`src/rtl/spiPkg.sv`:
```
// SPI controller shared definitions
package spiPkg;

    ////////////////////////////////////////////////////////////////////////////
    // Register map, byte addresses on the APB side
    ////////////////////////////////////////////////////////////////////////////
    localparam logic [7:0] SckDivAddr  = 8'h00;    // SCLK divider
    localparam logic [7:0] SckModeAddr = 8'h04;    // Polarity in bit 1, phase in bit 0
    localparam logic [7:0] CsIdAddr    = 8'h10;
    localparam logic [7:0] CsDefAddr   = 8'h14;
    localparam logic [7:0] CsModeAddr  = 8'h18;
    localparam logic [7:0] TxDataAddr  = 8'h48;    // Push side of transmit FIFO
    localparam logic [7:0] RxDataAddr  = 8'h4C;    // Pop side of receive FIFO
    localparam logic [7:0] TxMarkAddr  = 8'h50;
    localparam logic [7:0] RxMarkAddr  = 8'h54;
    localparam logic [7:0] IeAddr      = 8'h70;
    localparam logic [7:0] IpAddr      = 8'h74;    // Read only

    // Field widths
    localparam int DataWidth   = 32;               // APB data bus
    localparam int SckDivWidth = 12;
    localparam int FrameBits   = 8;                // Fixed frame length, MSB first
    localparam int CsWidth     = 4;                // Chip select pins
    localparam int FifoDepth   = 8;
    localparam int CountWidth  = 4;                // Occupancy 0 to FifoDepth
    localparam int MarkWidth   = 3;

    // Reset values of the registers that do not clear to zero
    localparam logic [SckDivWidth-1:0] SckDivReset = 12'd3;
    localparam logic [CsWidth-1:0]     CsDefReset  = 4'b1111;

    localparam logic [1:0] CsModeOff = 2'd3;       // Other codes run chip select in auto mode

    // Flag positions in the data register reads
    localparam int TxFullBit  = 31;
    localparam int RxEmptyBit = 31;

    // Frame engine states
    typedef enum logic [1:0] {Idle, Lead, Shift, Trail} engineState;

endpackage

```
`src/rtl/spiFifo.sv`:
```
// SPI byte FIFO
`timescale 1ns/10ps

module spiFifo import spiPkg::*; (
    input  logic                  PCLK,
    input  logic                  PRESETn,
    input  logic                  push,
    input  logic [FrameBits-1:0]  pushData,
    input  logic                  pop,
    output logic [FrameBits-1:0]  popData,
    output logic                  full,
    output logic                  empty,
    output logic [CountWidth-1:0] count
);

    logic [FrameBits-1:0]  mem [FifoDepth];       // Storage
    logic [CountWidth-2:0] wrPtr;                 // Wraps at FifoDepth
    logic [CountWidth-2:0] rdPtr;
    logic                  doPush;
    logic                  doPop;

    assign full    = (count == CountWidth'(FifoDepth));
    assign empty   = (count == '0);
    assign doPush  = push & ~full;                // Push into a full FIFO is lost
    assign doPop   = pop & ~empty;
    assign popData = mem[rdPtr];                  // Head visible without a pop

    always_ff @(posedge PCLK) begin
        if (doPush) begin
            mem[wrPtr] <= pushData;
        end
    end

    // Pointers and occupancy
    always_ff @(posedge PCLK) begin
        if (!PRESETn) begin
            wrPtr <= '0;
            rdPtr <= '0;
            count <= '0;
        end else begin
            if (doPush) wrPtr <= wrPtr + 1'b1;
            if (doPop) rdPtr <= rdPtr + 1'b1;
            count <= count + CountWidth'(doPush) - CountWidth'(doPop);
        end
    end

endmodule

```
`src/rtl/spiRegs.sv`:
```
// SPI APB register block
`timescale 1ns/10ps

module spiRegs import spiPkg::*; (
    input  logic                   PCLK,
    input  logic                   PRESETn,
    input  logic                   PSEL,
    input  logic                   PENABLE,
    input  logic                   PWRITE,
    input  logic [7:0]             PADDR,
    input  logic [DataWidth-1:0]   PWDATA,
    input  logic                   idle,      // Engine has no frame in flight
    input  logic                   txFull,
    input  logic                   rxEmpty,
    input  logic [CountWidth-1:0]  txCount,
    input  logic [CountWidth-1:0]  rxCount,
    input  logic [FrameBits-1:0]   rxHead,
    output logic [DataWidth-1:0]   PRDATA,
    output logic                   PREADY,
    output logic                   txPush,
    output logic [FrameBits-1:0]   txData,
    output logic                   rxPop,
    output logic [SckDivWidth-1:0] sckDiv,
    output logic [1:0]             sckMode,
    output logic [1:0]             csId,
    output logic [CsWidth-1:0]     csDef,
    output logic [1:0]             csMode,
    output logic [MarkWidth-1:0]   txMark,
    output logic [MarkWidth-1:0]   rxMark,
    output logic                   SPIIntr
);

    logic [7:0] regAddr;                          // Word aligned offset
    logic       wrDone;                           // Write completes this cycle
    logic       rdDone;                           // Read completes this cycle
    logic [1:0] ie;                               // Interrupt enable
    logic [1:0] ip;                               // Interrupt pending

    assign regAddr = {PADDR[7:2], 2'b00};
    assign PREADY  = idle;                        // Hold the bus while a frame is on the wire
    assign wrDone  = PSEL & PENABLE & PWRITE & PREADY;
    assign rdDone  = PSEL & PENABLE & ~PWRITE & PREADY;

    ////////////////////////////////////////////////////////////////////////////
    // Control register writes
    ////////////////////////////////////////////////////////////////////////////
    always_ff @(posedge PCLK) begin
        if (!PRESETn) begin
            sckDiv  <= SckDivReset;
            sckMode <= '0;
            csId    <= '0;
            csDef   <= CsDefReset;
            csMode  <= '0;
            txMark  <= '0;
            rxMark  <= '0;
            ie      <= '0;
        end else if (wrDone) begin
            case (regAddr)
                SckDivAddr:  sckDiv  <= PWDATA[SckDivWidth-1:0];
                SckModeAddr: sckMode <= PWDATA[1:0];
                CsIdAddr:    csId    <= PWDATA[1:0];
                CsDefAddr:   csDef   <= PWDATA[CsWidth-1:0];
                CsModeAddr:  csMode  <= PWDATA[1:0];
                TxMarkAddr:  txMark  <= PWDATA[MarkWidth-1:0];
                RxMarkAddr:  rxMark  <= PWDATA[MarkWidth-1:0];
                IeAddr:      ie      <= PWDATA[1:0];
                default: ;                        // TXDATA handled below, IP is read only
            endcase
        end
    end

    // FIFO strobes, one cycle after the APB transfer completes
    always_ff @(posedge PCLK) begin
        if (!PRESETn) begin
            txPush <= 1'b0;
            rxPop  <= 1'b0;
        end else begin
            txPush <= wrDone & (regAddr == TxDataAddr) & ~txFull;   // Dropped when full
            rxPop  <= rdDone & (regAddr == RxDataAddr) & ~rxEmpty;
        end
    end

    // Byte that travels with txPush
    always_ff @(posedge PCLK) begin
        if (wrDone && regAddr == TxDataAddr) begin
            txData <= PWDATA[FrameBits-1:0];
        end
    end

    ////////////////////////////////////////////////////////////////////////////
    // Interrupts
    ////////////////////////////////////////////////////////////////////////////
    always_ff @(posedge PCLK) begin
        if (!PRESETn) begin
            ip <= '0;
        end else begin
            ip[0] <= (txCount < {1'b0, txMark});  // Transmit below mark
            ip[1] <= (rxCount > {1'b0, rxMark});  // Receive above mark
        end
    end

    assign SPIIntr = |(ip & ie);

    // Read mux, sampled every cycle so data is stable during the access phase
    always_ff @(posedge PCLK) begin
        PRDATA <= '0;                             // Unmapped offsets read zero
        case (regAddr)
            SckDivAddr:  PRDATA[SckDivWidth-1:0] <= sckDiv;
            SckModeAddr: PRDATA[1:0] <= sckMode;
            CsIdAddr:    PRDATA[1:0] <= csId;
            CsDefAddr:   PRDATA[CsWidth-1:0] <= csDef;
            CsModeAddr:  PRDATA[1:0] <= csMode;
            TxDataAddr:  PRDATA[TxFullBit] <= txFull;
            RxDataAddr: begin
                PRDATA[RxEmptyBit]    <= rxEmpty;
                PRDATA[FrameBits-1:0] <= rxHead;  // Head byte, valid when not empty
            end
            TxMarkAddr:  PRDATA[MarkWidth-1:0] <= txMark;
            RxMarkAddr:  PRDATA[MarkWidth-1:0] <= rxMark;
            IeAddr:      PRDATA[1:0] <= ie;
            IpAddr:      PRDATA[1:0] <= ip;
            default: ;
        endcase
    end

endmodule

```
`src/rtl/spiEngine.sv`:
```
// SPI frame engine
`timescale 1ns/10ps

module spiEngine import spiPkg::*; (
    input  logic                   PCLK,
    input  logic                   PRESETn,
    input  logic [SckDivWidth-1:0] sckDiv,
    input  logic [1:0]             sckMode,   // [1] polarity, [0] phase
    input  logic [1:0]             csId,
    input  logic [CsWidth-1:0]     csDef,
    input  logic [1:0]             csMode,
    input  logic                   txEmpty,
    input  logic [FrameBits-1:0]   txHead,
    input  logic                   SPIIn,
    output logic                   txPop,
    output logic                   rxPush,
    output logic [FrameBits-1:0]   rxByte,
    output logic                   idle,
    output logic                   SCLK,
    output logic                   SPIOut,
    output logic [CsWidth-1:0]     SPICS
);

    logic [SckDivWidth-1:0]          divCount;
    logic                            tick;        // One PCLK cycle per SCLK half period
    engineState                      state;
    logic [$clog2(2*FrameBits)-1:0]  edgeCount;   // SCLK edge within the frame, from 0
    logic                            sclkToggle;  // SCLK away from idle polarity
    logic [FrameBits-1:0]            txShift;
    logic [FrameBits-1:0]            rxShift;
    logic                            shiftTick;
    logic                            sampleEdge;
    logic                            shiftEdge;
    logic [CsWidth-1:0]              csSelect;

    ////////////////////////////////////////////////////////////////////////////
    // Clock divider, free running
    ////////////////////////////////////////////////////////////////////////////
    assign tick = (divCount >= sckDiv);           // Also recovers if sckDiv shrinks

    always_ff @(posedge PCLK) begin
        if (!PRESETn) begin
            divCount <= '0;
        end else if (tick) begin
            divCount <= '0;
        end else begin
            divCount <= divCount + 1'b1;
        end
    end

    // Frame FSM, steps only on a tick
    always_ff @(posedge PCLK) begin
        if (!PRESETn) begin
            state      <= Idle;
            edgeCount  <= '0;
            sclkToggle <= 1'b0;
        end else if (tick) begin
            case (state)
                Idle: begin
                    if (!txEmpty) state <= Lead;  // Byte latched with txPop
                end
                Lead: begin
                    state     <= Shift;
                    edgeCount <= '0;
                end
                Shift: begin
                    sclkToggle <= ~sclkToggle;
                    edgeCount  <= edgeCount + 1'b1;
                    if (edgeCount == '1) state <= Trail;   // Sixteenth edge
                end
                Trail: begin
                    state <= Idle;
                end
                default: state <= Idle;
            endcase
        end
    end

    assign idle   = (state == Idle);
    assign txPop  = tick & idle & ~txEmpty;
    assign rxPush = tick & (state == Trail);      // End of frame
    assign rxByte = rxShift;
    assign SCLK   = sckMode[1] ^ sclkToggle;      // Idle polarity outside Shift

    ////////////////////////////////////////////////////////////////////////////
    // Shift registers
    ////////////////////////////////////////////////////////////////////////////
    // Phase 0 samples odd edges, phase 1 samples even edges
    assign shiftTick  = tick & (state == Shift);
    assign sampleEdge = shiftTick & (edgeCount[0] == sckMode[0]);
    // First edge in phase 1 launches the MSB already on the line
    assign shiftEdge  = shiftTick & (edgeCount[0] != sckMode[0]) & (edgeCount != '0);

    always_ff @(posedge PCLK) begin
        if (!PRESETn) begin
            txShift <= '0;
        end else if (txPop) begin
            txShift <= txHead;
        end else if (shiftEdge) begin
            txShift <= {txShift[FrameBits-2:0], 1'b0};
        end
    end

    assign SPIOut = txShift[FrameBits-1];         // MSB first

    always_ff @(posedge PCLK) begin
        if (sampleEdge) begin
            rxShift <= {rxShift[FrameBits-2:0], SPIIn};
        end
    end

    // Chip select, selected pin inverted from its default during a frame
    assign csSelect = CsWidth'(1) << csId;
    assign SPICS    = (idle || csMode == CsModeOff) ? csDef : (csDef ^ csSelect);

endmodule

```
`src/rtl/spiApb.sv`:
```
// SPI controller top level
`timescale 1ns/10ps

module spiApb import spiPkg::*; (
    input  logic                 PCLK,
    input  logic                 PRESETn,
    input  logic                 PSEL,
    input  logic                 PENABLE,
    input  logic                 PWRITE,
    input  logic [7:0]           PADDR,
    input  logic [DataWidth-1:0] PWDATA,
    input  logic                 SPIIn,
    output logic [DataWidth-1:0] PRDATA,
    output logic                 PREADY,
    output logic                 SCLK,
    output logic                 SPIOut,
    output logic [CsWidth-1:0]   SPICS,
    output logic                 SPIIntr
);

    // Register block to FIFOs
    logic                   txPush;
    logic [FrameBits-1:0]   txData;
    logic                   rxPop;
    logic                   txFull;
    logic                   rxEmpty;
    logic [CountWidth-1:0]  txCount;
    logic [CountWidth-1:0]  rxCount;
    logic [FrameBits-1:0]   rxHead;

    // Register block to engine
    logic [SckDivWidth-1:0] sckDiv;
    logic [1:0]             sckMode;
    logic [1:0]             csId;
    logic [CsWidth-1:0]     csDef;
    logic [1:0]             csMode;
    logic                   idle;

    // FIFOs to engine
    logic                   txPop;
    logic                   txEmpty;
    logic [FrameBits-1:0]   txHead;
    logic                   rxPush;
    logic [FrameBits-1:0]   rxByte;

    // Watermarks stay inside the register block
    spiRegs regs (
        .PCLK, .PRESETn, .PSEL, .PENABLE, .PWRITE, .PADDR, .PWDATA,
        .idle, .txFull, .rxEmpty, .txCount, .rxCount, .rxHead,
        .PRDATA, .PREADY, .txPush, .txData, .rxPop,
        .sckDiv, .sckMode, .csId, .csDef, .csMode, .txMark(), .rxMark(), .SPIIntr
    );

    spiFifo txFifo (
        .PCLK, .PRESETn,
        .push(txPush), .pushData(txData), .pop(txPop),
        .popData(txHead), .full(txFull), .empty(txEmpty), .count(txCount)
    );

    // Receive side, a push into a full FIFO loses the byte
    spiFifo rxFifo (
        .PCLK, .PRESETn,
        .push(rxPush), .pushData(rxByte), .pop(rxPop),
        .popData(rxHead), .full(), .empty(rxEmpty), .count(rxCount)
    );

    spiEngine engine (
        .PCLK, .PRESETn, .sckDiv, .sckMode, .csId, .csDef, .csMode,
        .txEmpty, .txHead, .SPIIn,
        .txPop, .rxPush, .rxByte, .idle, .SCLK, .SPIOut, .SPICS
    );

endmodule

```
`config.mk`:
```
export PLATFORM = sky130hd
export DESIGN_NAME = spiApb
export DESIGN_NICKNAME = d
export VERILOG_FILES = /design/src/rtl/spiPkg.sv /design/src/rtl/spiFifo.sv /design/src/rtl/spiRegs.sv /design/src/rtl/spiEngine.sv /design/src/rtl/spiApb.sv
export SDC_FILE = /design/constraint.sdc
export NUM_CORES = 1
export LEC_CHECK = 0
export BUFFER_PORTS_ARGS = -buffer_cell sky130_fd_sc_hd__buf_2
export CAP_MARGIN = 40
export CORE_ASPECT_RATIO = 1.1
export CORE_UTILIZATION = 59
export CTS_CLUSTER_DIAMETER = 200
export DETAILED_ROUTE_END_ITERATION = 6
export PLACE_DENSITY = 0.9
export SYNTH_ARGS = -nofsm -noshare
export SYNTH_HDL_FRONTEND = slang
export SYNTH_SLANG_ARGS = --single-unit
```
`constraint.sdc`:
```
create_clock -name PCLK -period 3.6 [get_ports PCLK]
set_input_delay 0.18 -clock PCLK [delete_from_list [all_inputs] [get_ports PCLK]]
set_output_delay 0.18 -clock PCLK [all_outputs]
set_load 0.05 [all_outputs]
```
==> out/results.ini, run 1 <==
[die]
io_pins=86
dieWidth_um=129
die-area_sq_um=18100
row_count=50
start_util=0.606
die_h_um=141
coreArea_sq_um=17100

[sta]
worst_slew_pin_slew_ns=0.909
final_max_slew_viol_count=0
fin_crit_sh=0.865
final.setup.tns_ns=0
hold_viol=0
rsz0062_at_grt=false
period_minus_slack_ns=3.11
finalSetupViolations=0
fin_hold_ws_ns=0.0331
fin_ws_ns=0.486
fmax_mhz=321
clock_skew_ns=0.0185
slew_headroom=0.392

[synth]
ys_async_sr_fraction=0
ys_ff_latch=244
synth_most_common_cell=edfxtp_1
synthTopCellsByCount=edfxtp_1, dfxtp_1, nor2_1, nand2_1, nand3_1
yosys_most_used_dff=edfxtp_1
synth-edff-count=144
synth_area_sq_um=10400
seq_area_frac_synth=0.609
netlist-cell-type-count=62
yosysTopAreaCell=edfxtp_1
synthCells=799
yosys-top-cells-area=edfxtp_1, dfxtp_1, mux4_2, ha_1, mux2i_1
yosys.area.top_type_share=0.416
syn-mean-instance-area_sq_um=13.0
ys.warnings.count=0

[global_routing]
grt_max_degree=36
antenna_found_initial=0
grt_pass1_wl_um=35200
track_usage=0.258
overflow=0
grt_pass1_vias=6657

[power]
p_sw_mw=1.51
p_comb_frac=0.106
clkPwrFrac=0.429
seq_power_share=0.465
p_leak_nw=4.26
p_per_area_nw_per_um2=546
peakVddDrop_mv=0.432
p_int_mw=4.94
switching_share=0.235

[clocking]
path_clk_slew_ns=0.06
cts_tree=yes
clockBufferDepth=3
cts_resized=0
cts-root-buf=clkbuf_16
clk_latency_ns=0.50
clock_sinks=244
post_cts_buffers=0
cts_buffers=23
htreeDepth=1

[critical_path]
end_kind=register
start_kind=register
crit_type=reg2reg
worstPathArrival_ns=3.48
path_max_fanout=11
required_ns=3.97

[layout]
fin_nets=954
antennaDiodeCount=0
drive_gt1_frac=0.170
synthToLayoutAreaGrowth_pct=13.7
n_fill_cell=1099

[place]
dp_hpwl_um=14900
numPortBuffers=44
pre_cts_ws_ns=0.524
globalplace.congestion=0.842

[worst_hold_path]
hold_class=in2reg

[drt]
first_pass_iters=5
drt_drc_violations_left=0
ant_nets=0
avgViaCountPerCell=6.05
drt_iter0_drc=674
vias=6757
wl_per_cell_um=20.4
drt-total-wl_um=22700

[outcome]
status=finished, final reports clean

[flow_run]
max_cap_viol_count=0

-- cell usage in the layout (no fill, tap or decap), types with 11 or more instances in the layout --
cell,instances
clkbuf_16,23
nand2_1,59
xor2_1,16
mux2i_1,30
nand2b_1,16
a21oi_1,35
nand3_1,45
nor2_1,67
mux4_2,29
ha_1,39
buf_2,44
dlygate4sd3_1,12
buf_4,21
edfxtp_1,144
inv_1,40
conb_1,19
dfxtp_1,100
o21ai_0,11
-- state kept, by name, summed over array words and instances (netlist names), 4 cells and up, named ones only --
signal,flops
rxFifo.mem,64
txFifo.count,4
regs.PRDATA,13
txFifo.mem,64
engine.divCount,12
engine.edgeCount,4
regs.txData,8
regs.sckDiv,12
engine.rxByte,8
rxFifo.count,4
engine.txShift,8
regs.csDef,4
-- path summary, 6_finish.rpt --
check | from | slack [ns] | to | depth (start not counted)
setup reg to reg | engine.divCount[0] | 0.49 | txFifo.count[2] | 14
hold / removal | PWDATA[2] | 0.03 | regs.txData[2] | 1
hold reg to reg | regs.sckDiv[11] | 0.46 | regs.sckDiv[11] | 2
setup / recovery | engine.divCount[0] | 0.49 | txFifo.count[2] | 14
-- routing by layer --
layer	up-vias	wire, um	share of wire	global-route usage
li1	3007	-	-	-
met1	3288	8730	0.38	0.325
met2	388	11200	0.49	0.438
met3	74	1870	0.082	0.0395
met4	0	920	0.040	0.121
met5	-	0	0	0
-- logic make-up after synthesis --
kind of cell             Yosys count  synth area share
AO/OA/AOI/OAI                     92            0.0603
XOR/XNOR                          24            0.0210
adder cells (fa/ha/maj)           41            0.0508
buffers and inverters             95            0.0462
flip-flops                       244             0.609
multiplexers                      65             0.103
other                              1          0.000361
AND/OR/NAND/NOR                  237             0.110
-- final cells by class --
| type | count | area [sq um] | area share |
|---|---|---|---|
| Multi-Input combinational cell | 478 | 3650 | 0.309 |
| Sequential cell | 244 | 6330 | 0.535 |
| Clock inverter | 17 | 290 | 0.0246 |
| Timing Repair Buffer | 78 | 518 | 0.0438 |
| Inverter | 42 | 158 | 0.0133 |
| Tap cell | 234 | 293 | 0.0248 |
| Clock buffer | 24 | 579 | 0.0490 |
-- power by group through the flow --
stage | Clock [mW] | Combinational (mW) | Sequential [mW]
after global placement | 0 | 0.626 | 3.06
after CTS | 2.79 | 0.677 | 3.00
after global routing | 2.90 | 0.743 | 3.00
final | 2.77 | 0.684 | 3.00
after floorplan | 0 | 0.532 | 3.06
after detailed placement | 0 | 0.653 | 3.06
-- worst max-delay path, stage by stage, from the launching register on --
cell	delay, ns
dfxtp_1	0.40
inv_1	0.06
ha_1	0.29
nand2b_1	0.15
a31oi_1	0.23
o21ai_2	0.15
a21oi_4	0.32
inv_2	0.20
ha_1	0.32
inv_1	0.06
ha_1	0.15
inv_1	0.06
fa_1	0.37
xor2_1	0.17
nor2_1	0.05
-- per-stage QoR --
step	util	power [mW]	instance area, sq um	cells
global placement	0.629	3.69	10800	1060
detailed placement	0.631	3.72	10800	1062
CTS	0.688	6.47	11800	1115
finish	0.689	6.46	11800	1117
global route	0.689	6.64	11800	1117
floorplan	-	3.59	10500	817
-- timing repair --
| item | in CTS | in global routing |
|---|---|---|
| setup endpoints to repair | 0 | 0 |
| hold buffers | 12 | 0 |
| hold endpoints to repair | 17 | 0 |
Power figures use the tool's default switching activity.
==> run 2, diff against run 1 <==
- CORE_MARGIN: not set -> 3
==> run 2 against run 1 <==
  * Total power shrank 3.2%
  * Clock skew shrank 0.0071 ns
  * Setup slack gained 0.0087 ns
  * Cell area shrank 0.61%
  * Critical path type unchanged
  * Largest cell class unchanged
==> out/results.ini, run 2 (synthesis gave the netlist of run 1 again) <==
[outcome]
status=finished, final reports clean

[critical_path]
required_ns=4.00
worstPathArrival_ns=3.51
crit_type=reg2reg
reg2reg_depth=14
r2r_start=regs.sckDiv[10]
end_kind=register
r2r-end=txFifo.count[2]
path_max_fanout=11
start_kind=register
rrSetupSlack_ns=0.49

[drt]
drt_drc_violations_left=0
wl_per_cell_um=20.9
drt_iter0_drc=605
wl_met1_um=8510
wl_met2_um=12100
first_pass_iters=6
top_layer_used=met4
ant_nets=0
avgViaCountPerCell=5.95
vias=6648
drt-total-wl_um=23400
wl_met3_um=1660

[sta]
fmax_mhz=322
finalSetupViolations=0
clock_skew_ns=0.0114
rsz0062_at_grt=false
hold_viol=0
fin_crit_sh=0.863
worst_slew_pin_slew_ns=0.905
final.setup.tns_ns=0
slew_headroom=0.394
final_max_slew_viol_count=0
period_minus_slack_ns=3.11

[place]
dp.cells=1059
dp_hpwl_um=15100
globalplace.congestion=0.836
numPortBuffers=44
placed_cell_area_sq_um=10800

[worst_hold_path]
hold_path_depth=1
hold_class=in2reg
hold_start=PWDATA[0]
hold_end=regs.txData[0]

[global_routing]
overflow=0
antenna_found_initial=0
grt_pass1_wl_um=36500
grt_max_degree=49
grt_pass1_vias=6699
track_usage=0.242

[clocking]
post_cts_buffers=0
clk_latency_ns=0.51
cts_tree=yes
path_clk_slew_ns=0.06
htreeDepth=1
cts-root-buf=clkbuf_16
clockBufferDepth=3
cts_buffers=24
clock_sinks=244

[power]
p_comb_frac=0.110
power.total_mw=6.25
clkPwrFrac=0.410
p_sw_mw=1.54
p_leak_nw=4.23
seq_power_share=0.480
p_per_area_nw_per_um2=532
switching_share=0.247
p_int_mw=4.71
peakVddDrop_mv=0.413

[die]
dieWidth_um=133
io_pins=86
die_h_um=145
row_count=50
start_util=0.606
coreArea_sq_um=17100
die-area_sq_um=19200

[layout]
antennaDiodeCount=0
synthToLayoutAreaGrowth_pct=13.0
reg_top3=rxFifo.mem x64, txFifo.mem x64, regs.PRDATA x13
final_common_cell=edfxtp_1
final_cells=1117
n_fill_cell=1126
fin_nets=952
drive_gt1_frac=0.169
fin_area_sq_um=11700
final_cell_mix=edfxtp_1, dfxtp_1, nor2_1

[flow_run]
max_cap_viol_count=0

-- run 2: cell types whose count changed in the layout (fill, tap and decap cells not counted) --
cell / previous run / this run
buf_4: 21 / 17
bufinv_16: 8 / 2
clkbuf_1: 1 / 5
clkbuf_16: 23 / 26
clkbuf_8: 0 / 2
clkinv_1: 4 / 0
clkinv_2: 0 / 5
clkinvlp_2: 2 / 0
clkinvlp_4: 1 / 2
dlygate4sd3_1: 12 / 13
inv_6: 1 / 0
inv_8: 0 / 1
-- run 2: what timing repair did --
| item | CTS | global route |
|---|---|---|
| gates resized for setup | 0 | 0 |
| hold buffers | 13 | 0 |
| hold endpoints to repair | 18 | 0 |
-- run 2: how the worst max path moves through the flow --
stage	to	startpoint	slack [ns]	depth (start not counted)
global placement	txFifo.count[2]	engine.divCount[0]	0.63	14
finish	txFifo.count[2]	regs.sckDiv[10]	0.49	14
global route	txFifo.count[2]	regs.sckDiv[10]	0.29	14
floorplan	txFifo.count[2]	engine.state[0]	0.75	14
detailed placement	txFifo.count[2]	engine.divCount[0]	0.56	14
CTS	txFifo.count[2]	regs.sckDiv[10]	0.54	14
-- run 2: power by group through the flow --
stage                     Sequential [mW]  Clock, mW  Combinational, mW
after floorplan                      3.06          0              0.532
after global placement               3.06          0              0.633
after detailed placement             3.06          0              0.661
after CTS                            3.00       2.59              0.682
after global routing                 3.01       2.71              0.751
final                                3.00       2.56              0.684
-- run 2: worst max-delay path, stage by stage, from the launching register on --
cell,delay [ns]
dfxtp_1,0.33
inv_1,0.07
ha_1,0.31
a21oi_1,0.19
a21boi_1,0.11
o31a_1,0.31
a21oi_4,0.29
inv_2,0.21
ha_1,0.31
inv_1,0.06
ha_1,0.16
inv_1,0.06
fa_1,0.38
xor2_1,0.17
nor2_1,0.05
-- run 2: cell type report --
cell class / instances / area [sq um] / area share
inverters: 42 / 158 / 0.0134
well taps: 234 / 293 / 0.0249
clock buffers: 33 / 697 / 0.0594
multi-input cells: 478 / 3650 / 0.311
clock inverters: 11 / 120 / 0.0102
repair buffers: 75 / 498 / 0.0424
flip-flops and latches: 244 / 6330 / 0.539
-- run 2: per-layer routing --
metal,global-route usage,vias up
met5,0,-
met4,0.112,0
met3,0.0433,85
met2,0.429,323
met1,0.286,3241
li1,-,2999
-- run 2: metrics by stage --
step / hold slack (ns) / worst slack, ns / utilization
3_3_place_gp: 0.361 / 0.629 / 0.628
4_1_cts: 0.0265 / 0.538 / 0.685
5_1_grt: 0.0249 / 0.293 / 0.685
3_5_place_dp: 0.359 / 0.563 / 0.629
6_report: 0.0410 / 0.495 / 0.685
2_1_floorplan: 0.257 / 0.746 / -
